==> src/source/board_params.svh <==
// board input widths, player and button counts, bit positions, polarity and gfx layers
`ifndef BOARD_PARAMS_SVH
`define BOARD_PARAMS_SVH

// word widths
`define BOARD_JOY_W       16
`define BOARD_GAME_JOY_W  10

`define BOARD_PLAYERS     4
`define BOARD_BUTTONS     2

// start, coin and pause sit just above the buttons
`define BOARD_START_BIT   (6 + (`BOARD_BUTTONS - 2))
`define BOARD_COIN_BIT    (7 + (`BOARD_BUTTONS - 2))
`define BOARD_PAUSE_BIT   (8 + (`BOARD_BUTTONS - 2))

// 1 means the game expects active-low inputs
`define BOARD_ACTIVE_LOW  1

`define BOARD_GFX_LAYERS  4

`endif
==> src/source/board_input_pkg.sv <==
// direction enum and packed structs for joystick banks, decoded keys and game inputs
`include "board_params.svh"

package board_input_pkg;

    // players that also have keyboard joysticks
    localparam int KEY_PLAYERS = 3;

    // last single direction held by a 4-way filter
    typedef enum logic [2:0] {
        DIR_NONE,
        DIR_RIGHT,
        DIR_LEFT,
        DIR_DOWN,
        DIR_UP
    } joy_dir_e;

    // board joystick words, player 1 at index 0
    typedef struct packed {
        logic [`BOARD_PLAYERS-1:0][`BOARD_JOY_W-1:0] joy;
    } joy_bank_t;

    // keys from the keyboard decoder
    typedef struct packed {
        logic [KEY_PLAYERS-1:0][`BOARD_GAME_JOY_W-1:0] key_joy;
        logic [`BOARD_PLAYERS-1:0]                     key_start;
        logic [`BOARD_PLAYERS-1:0]                     key_coin;
        logic                                          key_reset;
        logic                                          key_pause;
        logic                                          key_service;
        logic                                          key_test;
        logic [`BOARD_GFX_LAYERS-1:0]                  key_gfx;
    } key_status_t;

    // inputs as the game core sees them
    typedef struct packed {
        logic [`BOARD_PLAYERS-1:0][`BOARD_GAME_JOY_W-1:0] joy;
        logic [`BOARD_PLAYERS-1:0]                        coin;
        logic [`BOARD_PLAYERS-1:0]                        start;
        logic                                             service;
    } game_inputs_t;

endpackage

==> src/source/board_inputs.sv <==
// player input top: 4-way filters, sync bank, game input mapper and board control
`timescale 1ns/1ps
`include "board_params.svh"

module board_inputs (
    input  logic                          clk_sys,
    input  logic                          rst,
    input  board_input_pkg::joy_bank_t    board_joy,
    input  board_input_pkg::key_status_t  keys,
    input  logic                          en_4way,
    input  logic                          rot_control,
    input  logic                          flip,
    input  logic                          osd_pause,
    input  logic                          downloading,
    output board_input_pkg::game_inputs_t game,
    output logic                          game_pause,
    output logic                          soft_rst,
    output logic [`BOARD_GFX_LAYERS-1:0]  gfx_en
);
    import board_input_pkg::*;

    joy_bank_t joy_4way;
    joy_bank_t joy_sync;
    logic      joy_pause_rise;

    joy_4way_filter u_4way_1p (
        .clk_sys (clk_sys),
        .rst     (rst),
        .enable  (en_4way),
        .joy_in  (board_joy.joy[0]),
        .joy_out (joy_4way.joy[0])
    );

    joy_4way_filter u_4way_2p (
        .clk_sys (clk_sys),
        .rst     (rst),
        .enable  (en_4way),
        .joy_in  (board_joy.joy[1]),
        .joy_out (joy_4way.joy[1])
    );

    joy_4way_filter u_4way_3p (
        .clk_sys (clk_sys),
        .rst     (rst),
        .enable  (en_4way),
        .joy_in  (board_joy.joy[2]),
        .joy_out (joy_4way.joy[2])
    );

    joy_4way_filter u_4way_4p (
        .clk_sys (clk_sys),
        .rst     (rst),
        .enable  (en_4way),
        .joy_in  (board_joy.joy[3]),
        .joy_out (joy_4way.joy[3])
    );

    joy_sync_bank u_sync_bank (
        .clk_sys        (clk_sys),
        .rst            (rst),
        .joy_in         (joy_4way),
        .joy_sync       (joy_sync),
        .joy_pause_rise (joy_pause_rise)
    );

    game_input_map u_game_map (
        .clk_sys     (clk_sys),
        .rst         (rst),
        .joy_sync    (joy_sync),
        .keys        (keys),
        .rot_control (rot_control),
        .flip        (flip),
        .game        (game)
    );

    board_control u_board_ctl (
        .clk_sys        (clk_sys),
        .rst            (rst),
        .keys           (keys),
        .joy_pause_rise (joy_pause_rise),
        .osd_pause      (osd_pause),
        .downloading    (downloading),
        .game_pause     (game_pause),
        .soft_rst       (soft_rst),
        .gfx_en         (gfx_en)
    );

endmodule

==> src/source/board_control.sv <==
// pause state, soft reset pulse and graphics layer enable toggles
`timescale 1ns/1ps
`include "board_params.svh"

module board_control (
    input  logic                         clk_sys,
    input  logic                         rst,
    input  board_input_pkg::key_status_t keys,
    input  logic                         joy_pause_rise,
    input  logic                         osd_pause,
    input  logic                         downloading,
    output logic                         game_pause,
    output logic                         soft_rst,
    output logic [`BOARD_GFX_LAYERS-1:0] gfx_en
);

    // sampled control levels
    typedef struct packed {
        logic                         pause;
        logic                         reset;
        logic                         osd;
        logic [`BOARD_GFX_LAYERS-1:0] gfx;
    } ctl_t;

    ctl_t ctl_q;
    ctl_t ctl_last;
    logic pause_toggle;

    assign pause_toggle = (ctl_q.pause & ~ctl_last.pause) | joy_pause_rise;

    always_ff @(posedge clk_sys) begin
        if (rst) begin
            ctl_q      <= '0;
            ctl_last   <= '0;
            soft_rst   <= 1'b0;
            gfx_en     <= '1;
            game_pause <= 1'b0;
        end else begin
            ctl_q.pause <= keys.key_pause;
            ctl_q.reset <= keys.key_reset;
            ctl_q.osd   <= osd_pause;
            ctl_q.gfx   <= keys.key_gfx;
            ctl_last    <= ctl_q;

            soft_rst <= ctl_q.reset & ~ctl_last.reset;
            // each layer flips on its own key press
            gfx_en   <= gfx_en ^ (ctl_q.gfx & ~ctl_last.gfx);

            // download wins, then an OSD change, then the toggle
            if (downloading) begin
                game_pause <= 1'b0;
            end else if (ctl_q.osd != ctl_last.osd) begin
                game_pause <= ctl_q.osd;
            end else if (pause_toggle) begin
                game_pause <= ~game_pause;
            end
        end
    end

    a_rst_pulse: assert property (@(posedge clk_sys) disable iff (rst)
        soft_rst |=> !soft_rst)
        else $error("soft_rst held for more than one cycle");

endmodule

==> src/source/game_input_map.sv <==
// rotation, key merge and polarity into game joysticks, coin, start and service
`timescale 1ns/1ps
`include "board_params.svh"

module game_input_map (
    input  logic                          clk_sys,
    input  logic                          rst,
    input  board_input_pkg::joy_bank_t    joy_sync,
    input  board_input_pkg::key_status_t  keys,
    input  logic                          rot_control,
    input  logic                          flip,
    output board_input_pkg::game_inputs_t game
);
    import board_input_pkg::*;

    localparam logic         INV       = 1'(`BOARD_ACTIVE_LOW);
    localparam game_inputs_t GAME_IDLE = {$bits(game_inputs_t){INV}};

    logic [`BOARD_PLAYERS-1:0][`BOARD_GAME_JOY_W-1:0] key_joy_all;
    game_inputs_t                                     game_d;

    // bit 0 right, 1 left, 2 down, 3 up
    function automatic logic [`BOARD_GAME_JOY_W-1:0] rotate_joy(
        input logic [`BOARD_GAME_JOY_W-1:0] joy,
        input logic                         rot,
        input logic                         flp
    );
        logic [3:0] dir;
        dir = joy[3:0];
        if (rot) begin
            if (flp) begin
                dir = {joy[1], joy[0], joy[2], joy[3]};
            end else begin
                dir = {joy[0], joy[1], joy[3], joy[2]};
            end
        end
        return {joy[`BOARD_GAME_JOY_W-1:4], dir};
    endfunction

    // player 4 has no keyboard joystick
    assign key_joy_all = {{`BOARD_GAME_JOY_W{1'b0}}, keys.key_joy};

    always_comb begin
        game_d.service = keys.key_service;
        for (int p = 0; p < `BOARD_PLAYERS; p++) begin
            game_d.joy[p]   = rotate_joy(
                joy_sync.joy[p][`BOARD_GAME_JOY_W-1:0] | key_joy_all[p],
                rot_control, flip);
            game_d.coin[p]  = joy_sync.joy[p][`BOARD_COIN_BIT] | keys.key_coin[p];
            game_d.start[p] = joy_sync.joy[p][`BOARD_START_BIT] | keys.key_start[p];
        end
    end

    // idle pattern doubles as the inversion mask
    always_ff @(posedge clk_sys) begin
        if (rst) begin
            game <= GAME_IDLE;
        end else begin
            game <= game_d ^ GAME_IDLE;
        end
    end

endmodule

==> src/source/joy_sync_bank.sv <==
// synchronised joystick bank with pause rising-edge flag for players 1 and 2
`timescale 1ns/1ps
`include "board_params.svh"

module joy_sync_bank (
    input  logic                       clk_sys,
    input  logic                       rst,
    input  board_input_pkg::joy_bank_t joy_in,
    output board_input_pkg::joy_bank_t joy_sync,
    output logic                       joy_pause_rise
);

    logic [1:0] pause_new;
    logic [1:0] pause_old;

    // joy_sync still holds the last sample, so it is the history
    always_comb begin
        for (int p = 0; p < 2; p++) begin
            pause_new[p] = joy_in.joy[p][`BOARD_PAUSE_BIT];
            pause_old[p] = joy_sync.joy[p][`BOARD_PAUSE_BIT];
        end
    end

    always_ff @(posedge clk_sys) begin
        if (rst) begin
            joy_sync       <= '0;
            joy_pause_rise <= 1'b0;
        end else begin
            joy_sync       <= joy_in;
            // flag goes out together with the word that rose
            joy_pause_rise <= |(pause_new & ~pause_old);
        end
    end

endmodule

==> src/source/joy_4way_filter.sv <==
// 4-way joystick filter, one register stage per player word
`timescale 1ns/1ps
`include "board_params.svh"

module joy_4way_filter (
    input  logic                    clk_sys,
    input  logic                    rst,
    input  logic                    enable,
    input  logic [`BOARD_JOY_W-1:0] joy_in,
    output logic [`BOARD_JOY_W-1:0] joy_out
);
    import board_input_pkg::*;

    joy_dir_e   dir_q;
    joy_dir_e   dir_d;
    logic [3:0] nib_d;

    // one-hot nibble for a stored direction
    function automatic logic [3:0] dir_mask(input joy_dir_e dir);
        case (dir)
            DIR_RIGHT: return 4'b0001;
            DIR_LEFT:  return 4'b0010;
            DIR_DOWN:  return 4'b0100;
            DIR_UP:    return 4'b1000;
            default:   return 4'b0000;
        endcase
    endfunction

    always_comb begin
        dir_d = DIR_NONE;
        nib_d = joy_in[3:0];
        if (enable) begin
            dir_d = dir_q;
            case (joy_in[3:0])
                4'b0000: dir_d = DIR_NONE;
                4'b0001: dir_d = DIR_RIGHT;
                4'b0010: dir_d = DIR_LEFT;
                4'b0100: dir_d = DIR_DOWN;
                4'b1000: dir_d = DIR_UP;
                // diagonal, keep the held direction only if still pressed
                default: nib_d = joy_in[3:0] & dir_mask(dir_q);
            endcase
        end
    end

    always_ff @(posedge clk_sys) begin
        if (rst) begin
            dir_q <= DIR_NONE;
        end else begin
            dir_q <= dir_d;
        end
    end

    always_ff @(posedge clk_sys) begin
        joy_out <= {joy_in[`BOARD_JOY_W-1:4], nib_d};
    end

    a_one_dir: assert property (@(posedge clk_sys) disable iff (rst)
        enable |=> $onehot0(joy_out[3:0]))
        else $error("4-way output has more than one direction: %h", joy_out[3:0]);

endmodule

==> config.mk <==
export PLATFORM = sky130hd
export DESIGN_NAME = board_inputs
export DESIGN_NICKNAME = d
export VERILOG_FILES = /design/src/source/board_input_pkg.sv /design/src/source/board_inputs.sv /design/src/source/board_control.sv /design/src/source/game_input_map.sv /design/src/source/joy_sync_bank.sv /design/src/source/joy_4way_filter.sv
export VERILOG_INCLUDE_DIRS = /design/src /design/src/source
export SDC_FILE = /design/constraint.sdc
export NUM_CORES = 1
export LEC_CHECK = 0
export BUFFER_PORTS_ARGS = -buffer_cell sky130_fd_sc_hd__buf_2
export CORE_MARGIN = 2
export CORE_UTILIZATION = 40
export DETAILED_ROUTE_END_ITERATION = 8
export PLACE_DENSITY = 0.73
export SLEW_MARGIN = 15
export SYNTH_ARGS = -nofsm -noshare
export SYNTH_HDL_FRONTEND = slang
export SYNTH_SLANG_ARGS = --single-unit
==> constraint.sdc <==
create_clock -name clk_sys -period 1.9 [get_ports clk_sys]
set_clock_uncertainty 0.1 [all_clocks]
set_input_delay 0.38 -clock clk_sys [delete_from_list [all_inputs] [get_ports clk_sys]]
set_output_delay 0.38 -clock clk_sys [all_outputs]
set_load 0.005 [all_outputs]
==> results of run 1 <==
==> worst paths after layout <==
check                                        end  slack [ns]
min reg2reg       u_game_map.game[44]$_SDFF_PP1_        0.28
max                                   game_pause        0.52
min                u_game_map.game[7]$_SDFF_PP1_        0.04
max reg2reg  u_board_ctl.game_pause$_SDFFE_PP0P_        0.80
==> placed cells by master (no fill, tap or decap), drive strengths merged, types with 6 or more instances in the layout <==
cell type / instances
a211oi: 14
dlygate4sd3: 24
o21ai: 17
nor3b: 6
clkbuf: 19
a311o: 12
nor2: 24
inv: 11
nor3: 30
a21boi: 10
o21bai: 38
dfxtp: 162
nand2b: 12
buf: 149
nor2b: 60
a21oi: 13
==> where the power goes <==
| group | total [uW] | switching (uW) | internal [uW] |
|---|---|---|---|
| Sequential | 3660 | 65.1 | 3590 |
| Combinational | 567 | 264 | 304 |
| Clock | 3250 | 1280 | 1970 |
| Total | 7480 | 1610 | 5860 |
==> area by class of cell <==
cell class	count	area, um2	area share
Clock inverter	11	130.1	0.01898
Sequential cell	162	3243	0.4731
Multi-Input combinational cell	275	1775	0.2590
Inverter	8	30.03	0.004380
Clock buffer	19	442.9	0.06461
Tap cell	172	215.2	0.03139
Timing Repair Buffer	173	1018	0.1486
==> routing by layer <==
layer / wire length, um / track usage / up-vias
li1: - / - / 1966
met1: 4443 / 0.1720 / 1822
met2: 5046 / 0.2558 / 125
met3: 504 / 0.04054 / 17
met4: 246 / 0.08057 / 0
met5: 0 / 0 / -
==> per-stage QoR <==
step	power (uW)	hold WS, ns	cells	area (um2)
after floorplan	4030	0.2557	481	5226
final	7475	0.03824	820	6855
after global routing	7820	0.01428	820	6855
after CTS	7585	0.01399	820	6855
after global placement	4232	0.2593	766	6042
after detailed placement	4260	0.2652	766	6042
==> registers in the layout, summed over array words and instances (netlist names) <==
name,cells
u_4way_4p.dir_q,3
u_board_ctl.game_pause,1
u_4way_3p.dir_q,3
u_4way_1p.joy_out,10
u_4way_2p.dir_q,3
u_game_map.game,49
u_board_ctl.soft_rst,1
u_sync_bank.joy_sync,40
u_4way_1p.dir_q,3
u_board_ctl.ctl_q,7
u_board_ctl.gfx_en,4
u_board_ctl.ctl_last,7
u_4way_3p.joy_out,10
u_sync_bank.joy_pause_rise,1
u_4way_4p.joy_out,10
u_4way_2p.joy_out,10
==> cells by family (layout without fill, tap and decap cells) <==
family | after synthesis | after routing | synth area share
buffers and inverters | 44 | 211 | 0.03974
AOI/OAI and AO/OA | 126 | 126 | 0.1748
xor gates and xnor gates | 4 | 4 | 0.006703
DFF | 162 | 162 | 0.6205
muxes | 4 | 4 | 0.007661
and+or+nand+nor | 141 | 141 | 0.1506
==> repair_timing <==
action | in CTS | in global routing
buffers inserted | 0 | 0
hold endpoints to repair | 24 | 0
endpoints found under the setup margin | 0 | 0
hold buffers | 24 | 0
gates resized for setup | 0 | 0
==> flow_metrics.tcl, run 1 <==
set metrics [dict create \
    area_of_the_mapped_netlist_um2 5226 \
    finalNetCount 754 \
    globalRouteOverflowTotal 0 \
    worst_setup_path_startpoint "u_board_ctl.game_pause$_SDFFE_PP0P_" \
    tritoncts_clock_tree "yes" \
    remaining_antenna_violation_count_after_routing 0 \
    total_core_area_um2 12670 \
    areaGrowthSynthToFinish_pct 31.17 \
    detail_route.first_pass.iterations 4 \
    final.period_utilization 0.7244 \
    p_per_area_nw_per_um2 1090 \
    power.leakage_uw 0.002861 \
    route.detailed.wl_per_inst_um 12.49 \
    mappedNetlistNets 598 \
    rows 41 \
    detail_route.wirelength_mm 10.24 \
    final_number_of_max_transition_violations 0 \
    final_util 0.5410 \
    critPathMaxStageDelay_ns 0.35 \
    wp_data_arrival_ns 0.90 \
    layout-drive-gt1-share 0.2778 \
    starting_density_of_the_core 0.4125 \
    synth.distinct_cells 37 \
    die_area_um2 14000 \
    worst-endpoint-required_ns 1.42 \
    reg2reg_from "u_board_ctl.ctl_q[6]$_SDFF_PP0_" \
    cts.htree.levels 4 \
    timing_hold_violations_final 0 \
    die_height_um 118.3 \
    antenna-diode-count 0 \
    syn-mean-instance-area_um2 10.87 \
    timing.critical_path.buf_inv 1 \
    finalSetupViolations 0 \
    endpoint_kind "primary output" \
    syn_inst 481 \
    reg2reg_depth 4 \
    place_congestion 0.8164 \
    vias_per_cell 4.793 \
    fillers 1086 \
    timing_worst_slew_pin_value_ns 0.5203 \
    timing.critical_path.fanout_max 3 \
    grt_start_max_net_pins 34 \
    maxSlewHeadroom 0.6531 \
    clkSinkCount 162 \
    crit_path_start_kind "flip-flop" \
    fin_setup_tns_ns 0 \
    design.portCount 172 \
    detailedRoute.firstIterationViolations 158 \
    dominantRegCellSynth "sky130_fd_sc_hd__dfxtp_1" \
    grt_pass1_vias 3763 \
    ys.warnings.count 0 \
    final_period_minus_worst_setup_slack_ns 1.376 \
    clock_path_buffers 2 \
    critical_path.cell_chain "buf_2" \
    slowest_stage "sky130_fd_sc_hd__dfxtp_1" \
    critical_path_class "flip-flop to primary output" \
    routed-via-count 3930 \
    synthTopCellsByArea "sky130_fd_sc_hd__dfxtp_1 62%, sky130_fd_sc_hd__nor2b_1 7.2%, sky130_fd_sc_hd__o21bai_1 5.5%" \
    ctsRootBufferMaster "sky130_fd_sc_hd__clkbuf_16" \
    critical_path_depth_in_cells 1 \
    synth_largest_type_area_fraction 0.6205 \
    synth.top_cells.by_count "162 x sky130_fd_sc_hd__dfxtp_1, 60 x sky130_fd_sc_hd__nor2b_1, 38 x sky130_fd_sc_hd__o21bai_1, 30 x sky130_fd_sc_hd__nor3_1, 24 x sky130_fd_sc_hd__nor2_1" \
    yosysMostFrequentCell "sky130_fd_sc_hd__dfxtp_1" \
    port_buffers 146 \
    reported_max_cap_violation_count 0 \
    worstHoldPathCells 2 \
    run_status "complete, no violations" \
    detailedPlacementHpwl_mm 7.081 \
    clock.fmax_mhz 726.6 \
    timing.final.ws_setup_ns 0.5237 \
    detailedPlace.worstSlack_ns 0.2833 \
    track_usage 0.1506 \
    hp-start "keys[10]" \
    library_cell_occupying_the_most_area_in_the_post_synthesis_netlist "sky130_fd_sc_hd__dfxtp_1" \
    critPathTopFamily "flip-flops" \
    ys_async_sr_fraction 0 \
    synth_sequential_area_ratio 0.6205 \
    grt_first_pass_wirelength_mm 17.02 \
    synth_enable_flop_cells 0 \
    min-delay-path-class "input pin to flip-flop" \
    max-vdd-ir-drop_mv 0.6306 \
    grt_setup_unrepaired "false" \
    drc 0 \
    synth-seq-cells 162 \
    antenna_found_initial 0 \
    clkTransAtPathRegs_ns 0.06 \
    die-width_um 118.3 \
    worstSkewPairLatency_ns 0.41 \
    numCtsBuffers 17 \
]
(Power assumes the default switching activity.)
==> run 2: changes to the inputs <==
--- a/config.mk
+++ b/config.mk
@@ -10,7 +10,7 @@
 export CORE_MARGIN = 2
 export CORE_UTILIZATION = 40
 export DETAILED_ROUTE_END_ITERATION = 8
-export PLACE_DENSITY = 0.73
+export PLACE_DENSITY = 0.75
 export SLEW_MARGIN = 15
 export SYNTH_ARGS = -nofsm -noshare
 export SYNTH_HDL_FRONTEND = slang
==> constraint.sdc (replaced) <==
create_clock -name clk_sys -period 1.2 [get_ports clk_sys]
set_clock_uncertainty 0.1 [all_clocks]
set_input_delay 0.24 -clock clk_sys [delete_from_list [all_inputs] [get_ports clk_sys]]
set_output_delay 0.24 -clock clk_sys [all_outputs]
set_load 0.005 [all_outputs]
==> run 2 against run 1 <==
Against the previous run:
- the flow now finishes with violations (negative setup slack)
- flip-flop and latch count unchanged
- critical path type unchanged
- global-route usage up 2.4 points
- first-iteration DRC count grew 42%
- count of clock-buffer cells in the layout fell by 1
- critical endpoint is now gfx_en[2]
- critical path depth unchanged
- sequential power rose by 59%
- routed wire length grew 18%
==> flow_metrics.tcl, run 2 (synthesized netlist as in run 1, its figures left out) <==
set metrics [dict create \
    run_status "complete, but fails checks" \
    failed_checks "negative setup slack" \
    grt_first_pass_wirelength_mm 19.55 \
    total_core_area_um2 12670 \
    clkSinkCount 162 \
    timing.final.ws_setup_ns -0.02138 \
    remaining_antenna_violation_count_after_routing 0 \
    numCtsBuffers 17 \
    met1_usage 0.1936 \
    die_area_um2 14000 \
    final_util 0.5900 \
    port_buffers 146 \
    detail_route.first_pass.iterations 4 \
    dpl-instance-area_um2 6145 \
    final_number_of_max_transition_violations 0 \
    worst_setup_path_startpoint "u_board_ctl.gfx_en[2]$_SDFF_PP1_" \
    detailedPlacementHpwl_mm 7.375 \
    wp_data_arrival_ns 0.88 \
    drc 0 \
    critPathMaxStageDelay_ns 0.34 \
    max-vdd-ir-drop_mv 0.8701 \
    detail_route.wirelength_mm 12.08 \
    routed-via-count 4127 \
    track_usage 0.1750 \
    groute.layer.met2.usage 0.3002 \
    largestRegisters "u_game_map.game (49), u_sync_bank.joy_sync (40)" \
    finalNetCount 805 \
    starting_density_of_the_core 0.4125 \
    hp-start "rst" \
    top_usage_layer "met2" \
    total_power_uw 12240 \
    final_cell_count_no_fill 873 \
    finalSetupViolations 1 \
    grt_setup_unrepaired "true" \
    antenna_found_initial 1 \
    critPathTopFamily "flip-flops" \
    vias_per_cell 4.727 \
    grt_start_max_net_pins 31 \
    reported_max_cap_violation_count 0 \
    clock_path_buffers 2 \
    detailedRoute.firstIterationViolations 224 \
    tritoncts_clock_tree "yes" \
    registers.top_by_ff_count "u_game_map.game" \
    timing.critical_path.fanout_max 2 \
    timing_hold_violations_final 0 \
    areaGrowthSynthToFinish_pct 43.05 \
    endpoint_kind "primary output" \
    ctsRootBufferMaster "sky130_fd_sc_hd__clkbuf_16" \
    route.detailed.wl_per_inst_um 13.83 \
    grt_pass1_vias 4131 \
    design.portCount 172 \
    worstSkewPairLatency_ns 0.41 \
    die-width_um 118.3 \
    clkTransAtPathRegs_ns 0.06 \
    critical_path.cell_chain "buf_2" \
    globalRouteOverflowTotal 0 \
    finish.instance_area_um2 7476 \
    final.period_utilization 1.018 \
    detailedPlace.worstSlack_ns -0.1263 \
    min-delay-path-class "input pin to flip-flop" \
    placed_cells_incl_taps 778 \
    rows 41 \
    timing.critical_path.buf_inv 1 \
    crit_path_start_kind "flip-flop" \
    p_per_area_nw_per_um2 1638 \
    timing_worst_slew_pin_value_ns 0.4794 \
    worst-endpoint-required_ns 0.86 \
    layout-drive-gt1-share 0.3171 \
    final_period_minus_worst_setup_slack_ns 1.221 \
    clock.fmax_mhz 818.7 \
    critical_path_class "flip-flop to primary output" \
    slowest_stage "sky130_fd_sc_hd__dfxtp_2" \
    die_height_um 118.3 \
    place_congestion 0.8553 \
    most_common_library_cell_in_the_layout_ignoring_fill_and_taps "sky130_fd_sc_hd__dfxtp_1" \
    layout.cells.most_common_list "138 x sky130_fd_sc_hd__dfxtp_1, 132 x sky130_fd_sc_hd__buf_2, 60 x sky130_fd_sc_hd__nor2b_1" \
    cts.htree.levels 4 \
    groute.layer.met3.usage 0.04875 \
    power.leakage_uw 0.003125 \
    reg2reg_from "u_board_ctl.ctl_q[6]$_SDFF_PP0_" \
    maxSlewHeadroom 0.6804 \
    max_ffs_per_register 49 \
]
==> run 2: cell types whose count changed in the layout (fill, tap and decap cells not counted) <==
cell and delta:
sky130_fd_sc_hd__buf_12 +1, sky130_fd_sc_hd__buf_2 -14, sky130_fd_sc_hd__buf_4 +15, sky130_fd_sc_hd__buf_6 +14
sky130_fd_sc_hd__clkbuf_1 -1, sky130_fd_sc_hd__clkinv_4 -1, sky130_fd_sc_hd__clkinvlp_4 +1, sky130_fd_sc_hd__dfxtp_1 -24
sky130_fd_sc_hd__dfxtp_2 +24, sky130_fd_sc_hd__diode_2 +1, sky130_fd_sc_hd__dlygate4sd3_1 +35, sky130_fd_sc_hd__inv_8 +2
==> run 2: per-layer routing <==
metal  routed length [um]  share of wire  vias to the layer above
li1                     -              -                     2077
met1                 4915           0.41                     1891
met2                 6162           0.51                      129
met3                  566          0.047                       30
met4                  433          0.036                        0
met5                    0              0                        -
==> run 2: cell type report <==
class	instances	area, um2
clock buffers	18	439.2
clock inverters	13	151.4
repair buffers	224	1589
multi-input cells	275	1775
inverters	8	30.03
fillers	1020	5195
flip-flops and latches	162	3273
diodes	1	2.502
well taps	172	215.2
==> run 2: path summary, 6_finish.rpt <==
path                                         end  depth (start not counted)  slack, ns
max                                    gfx_en[2]                          1      -0.02
min reg2reg       u_game_map.game[48]$_SDFF_PP1_                          1       0.28
max reg2reg  u_board_ctl.game_pause$_SDFFE_PP0P_                          4       0.10
min          u_sync_bank.joy_sync[40]$_SDFF_PP0_                          2       0.04
==> run 2: power breakdown <==
| group | switching (uW) | internal (uW) |
|---|---|---|
| combinational | 465 | 633 |
| clock | 2180 | 3150 |
| sequential | 120 | 5700 |
| total | 2760 | 9480 |
==> run 2: what timing repair did <==
| item | CTS | global route |
|---|---|---|
| cloned | 0 | 0 |
| hold endpoints to repair | 59 | 0 |
| endpoints found under the setup margin | 13 | 44 |
| hold buffers | 59 | 0 |
| setup buffers | 3 | 1 |
| gates resized for setup | 12 | 26 |
==> run 2: through the flow <==
step,TNS (ns),hold slack (ns)
6_report,-0.02138,0.04057
3_3_place_gp,-0.8108,0.2423
5_1_grt,-0.5757,0.04295
2_1_floorplan,0,0.1677
3_5_place_dp,-1.382,0.2436
4_1_cts,-0.08158,0.02996
==> run 3: changes to the inputs <==
--- a/config.mk
+++ b/config.mk
@@ -9,6 +9,7 @@
 export BUFFER_PORTS_ARGS = -buffer_cell sky130_fd_sc_hd__buf_2
 export CORE_MARGIN = 2
 export CORE_UTILIZATION = 40
+export CTS_BUF_LIST = sky130_fd_sc_hd__clkbuf_8
 export DETAILED_ROUTE_END_ITERATION = 8
 export PLACE_DENSITY = 0.75
 export SLEW_MARGIN = 15
==> run 3 against run 2 <==
Against the previous run:
- the flow still finishes with violations (negative setup slack)
- first-iteration DRC count fell by 2.7%
- cell count grew 1.3%
- count of clock-buffer cells in the layout is the same
- critical path type unchanged
- highest routed layer unchanged
==> flow_metrics.tcl, run 3 (synthesized netlist as in run 1, its figures left out) <==
set metrics [dict create \
    run_status "complete, but fails checks" \
    failed_checks "negative setup slack" \
    p_per_area_nw_per_um2 1464 \
    p_int_uw 8289 \
    maxSlewHeadroom 0.6828 \
    p_sw_frac 0.2392 \
    critPathMaxStageDelay_ns 0.34 \
    place_congestion 0.8553 \
    clock.fmax_mhz 810.1 \
    clockPowerShare 0.363 \
    design.portCount 172 \
    die-width_um 118.3 \
    grt_setup_unrepaired "true" \
    remaining_antenna_violation_count_after_routing 0 \
    final_number_of_max_transition_violations 0 \
    final.period_utilization 1.029 \
    route.detailed.wl_per_inst_um 13.40 \
    clkTransAtPathRegs_ns 0.09 \
    grt_pass1_vias 4180 \
    detail_route.wirelength_mm 11.85 \
    layout-drive-gt1-share 0.3230 \
    timing_hold_violations_final 0 \
    timing.final.ws_setup_ns -0.03440 \
    endpoint_kind "primary output" \
    die_area_um2 14000 \
    globalRouteOverflowTotal 0 \
    ctsRootBufferMaster "sky130_fd_sc_hd__clkbuf_8" \
    detail_route.first_pass.iterations 4 \
    critical_path.cell_chain "buf_6" \
    max_ffs_per_register 49 \
    crit_path_start_kind "flip-flop" \
    die_height_um 118.3 \
    finalSetupViolations 40 \
    critical_path_class "flip-flop to primary output" \
    grt_first_pass_wirelength_mm 19.30 \
    finalNetCount 817 \
    reported_max_cap_violation_count 0 \
    seqPwrFrac 0.533 \
    clock_path_buffers 2 \
    most_common_library_cell_in_the_layout_ignoring_fill_and_taps "sky130_fd_sc_hd__dfxtp_1" \
    layout.cells.most_common_list "140 x sky130_fd_sc_hd__dfxtp_1, 130 x sky130_fd_sc_hd__buf_2, 70 x sky130_fd_sc_hd__dlygate4sd3_1" \
    detailedRoute.firstIterationViolations 218 \
    port_buffers 146 \
    timing.critical_path.buf_inv 1 \
    timing_worst_slew_pin_value_ns 0.4758 \
    routed-via-count 4194 \
    max-vdd-ir-drop_mv 0.6900 \
    clkSinkCount 162 \
    vias_per_cell 4.744 \
    cts.htree.levels 4 \
    total_core_area_um2 12670 \
    areaGrowthSynthToFinish_pct 42.37 \
    starting_density_of_the_core 0.4125 \
    drc 0 \
    tritoncts_clock_tree "yes" \
    registers.top_by_ff_count "u_game_map.game" \
    combPwrFrac 0.105 \
    fin_setup_tns_ns -0.5153 \
    wp_data_arrival_ns 0.89 \
    timing.critical_path.fanout_max 2 \
    slowest_stage "sky130_fd_sc_hd__dfxtp_2" \
    rows 41 \
    min-delay-path-class "input pin to flip-flop" \
    antenna_found_initial 0 \
    power.leakage_uw 0.003099 \
    detailedPlacementHpwl_mm 7.375 \
    grt_start_max_net_pins 31 \
    antenna-diode-count 0 \
    p_switching_uw 2606 \
    total_power_uw 10900 \
    numCtsBuffers 17 \
    worst-endpoint-required_ns 0.86 \
    largestRegisters "u_game_map.game (49), u_sync_bank.joy_sync (40)" \
    worstSkewPairLatency_ns 0.44 \
    detailedPlace.worstSlack_ns -0.1263 \
    critPathTopFamily "flip-flops" \
    track_usage 0.1721 \
    final_period_minus_worst_setup_slack_ns 1.234 \
]
==> run 3: power by group through the flow <==
stage	Clock, uW	Sequential [uW]	Combinational [uW]
3_3_place_gp	0	5900	841
2_1_floorplan	0	5910	475
4_1_cts	4060	5790	1080
5_1_grt	4320	5840	1250
3_5_place_dp	0	5910	871
6_report	3950	5800	1140
==> run 3: final cells by class <==
class                           instances  area, um2
Tap cell                              172      215.2
Fill cell                            1024       5230
Sequential cell                       162       3271
Timing Repair Buffer                  236       1708
Inverter                                8      30.03
Clock buffer                           18      247.7
Multi-Input combinational cell        275       1818
Clock inverter                         13      151.4
==> run 3: what timing repair did <==
item,in CTS,in global routing
setup endpoints to repair,55,65
endpoints found under the hold margin,70,0
setup buffers,3,2
hold buffers,70,0
pin swaps,0,2
gates resized for setup,12,43
==> run 3: path summary, 6_finish.rpt <==
kind         depth (start not counted)  slack (ns)                                   to                                start
max reg2reg                          4        0.10  u_board_ctl.game_pause$_SDFFE_PP0P_      u_board_ctl.ctl_q[6]$_SDFF_PP0_
min reg2reg                          1        0.28       u_game_map.game[48]$_SDFF_PP1_  u_sync_bank.joy_sync[57]$_SDFF_PP0_
min                                  3        0.04         u_4way_1p.joy_out[3]$_DFF_P_                         board_joy[3]
max                                  1       -0.03                            gfx_en[2]     u_board_ctl.gfx_en[2]$_SDFF_PP1_
==> run 3: per-layer routing <==
layer / vias to the layer above / global-route usage / share of wire
met5: - / 0 / 0
met4: 0 / 0.09639 / 0.034
met3: 31 / 0.05068 / 0.051
met2: 144 / 0.2962 / 0.51
met1: 1928 / 0.1888 / 0.41
li1: 2091 / - / -
==> run 3: stage by stage <==
stage               hold slack [ns]  std cells  area, um2  utilization
floorplan                    0.1677        481       5226            -
detailed placement           0.2436        778       6145       0.4849
global placement             0.2423        778       6145       0.4849
global route                0.01403        884       7441       0.5872
CTS                       0.0007706        882       7297       0.5759
finish                      0.04052        884       7441       0.5872
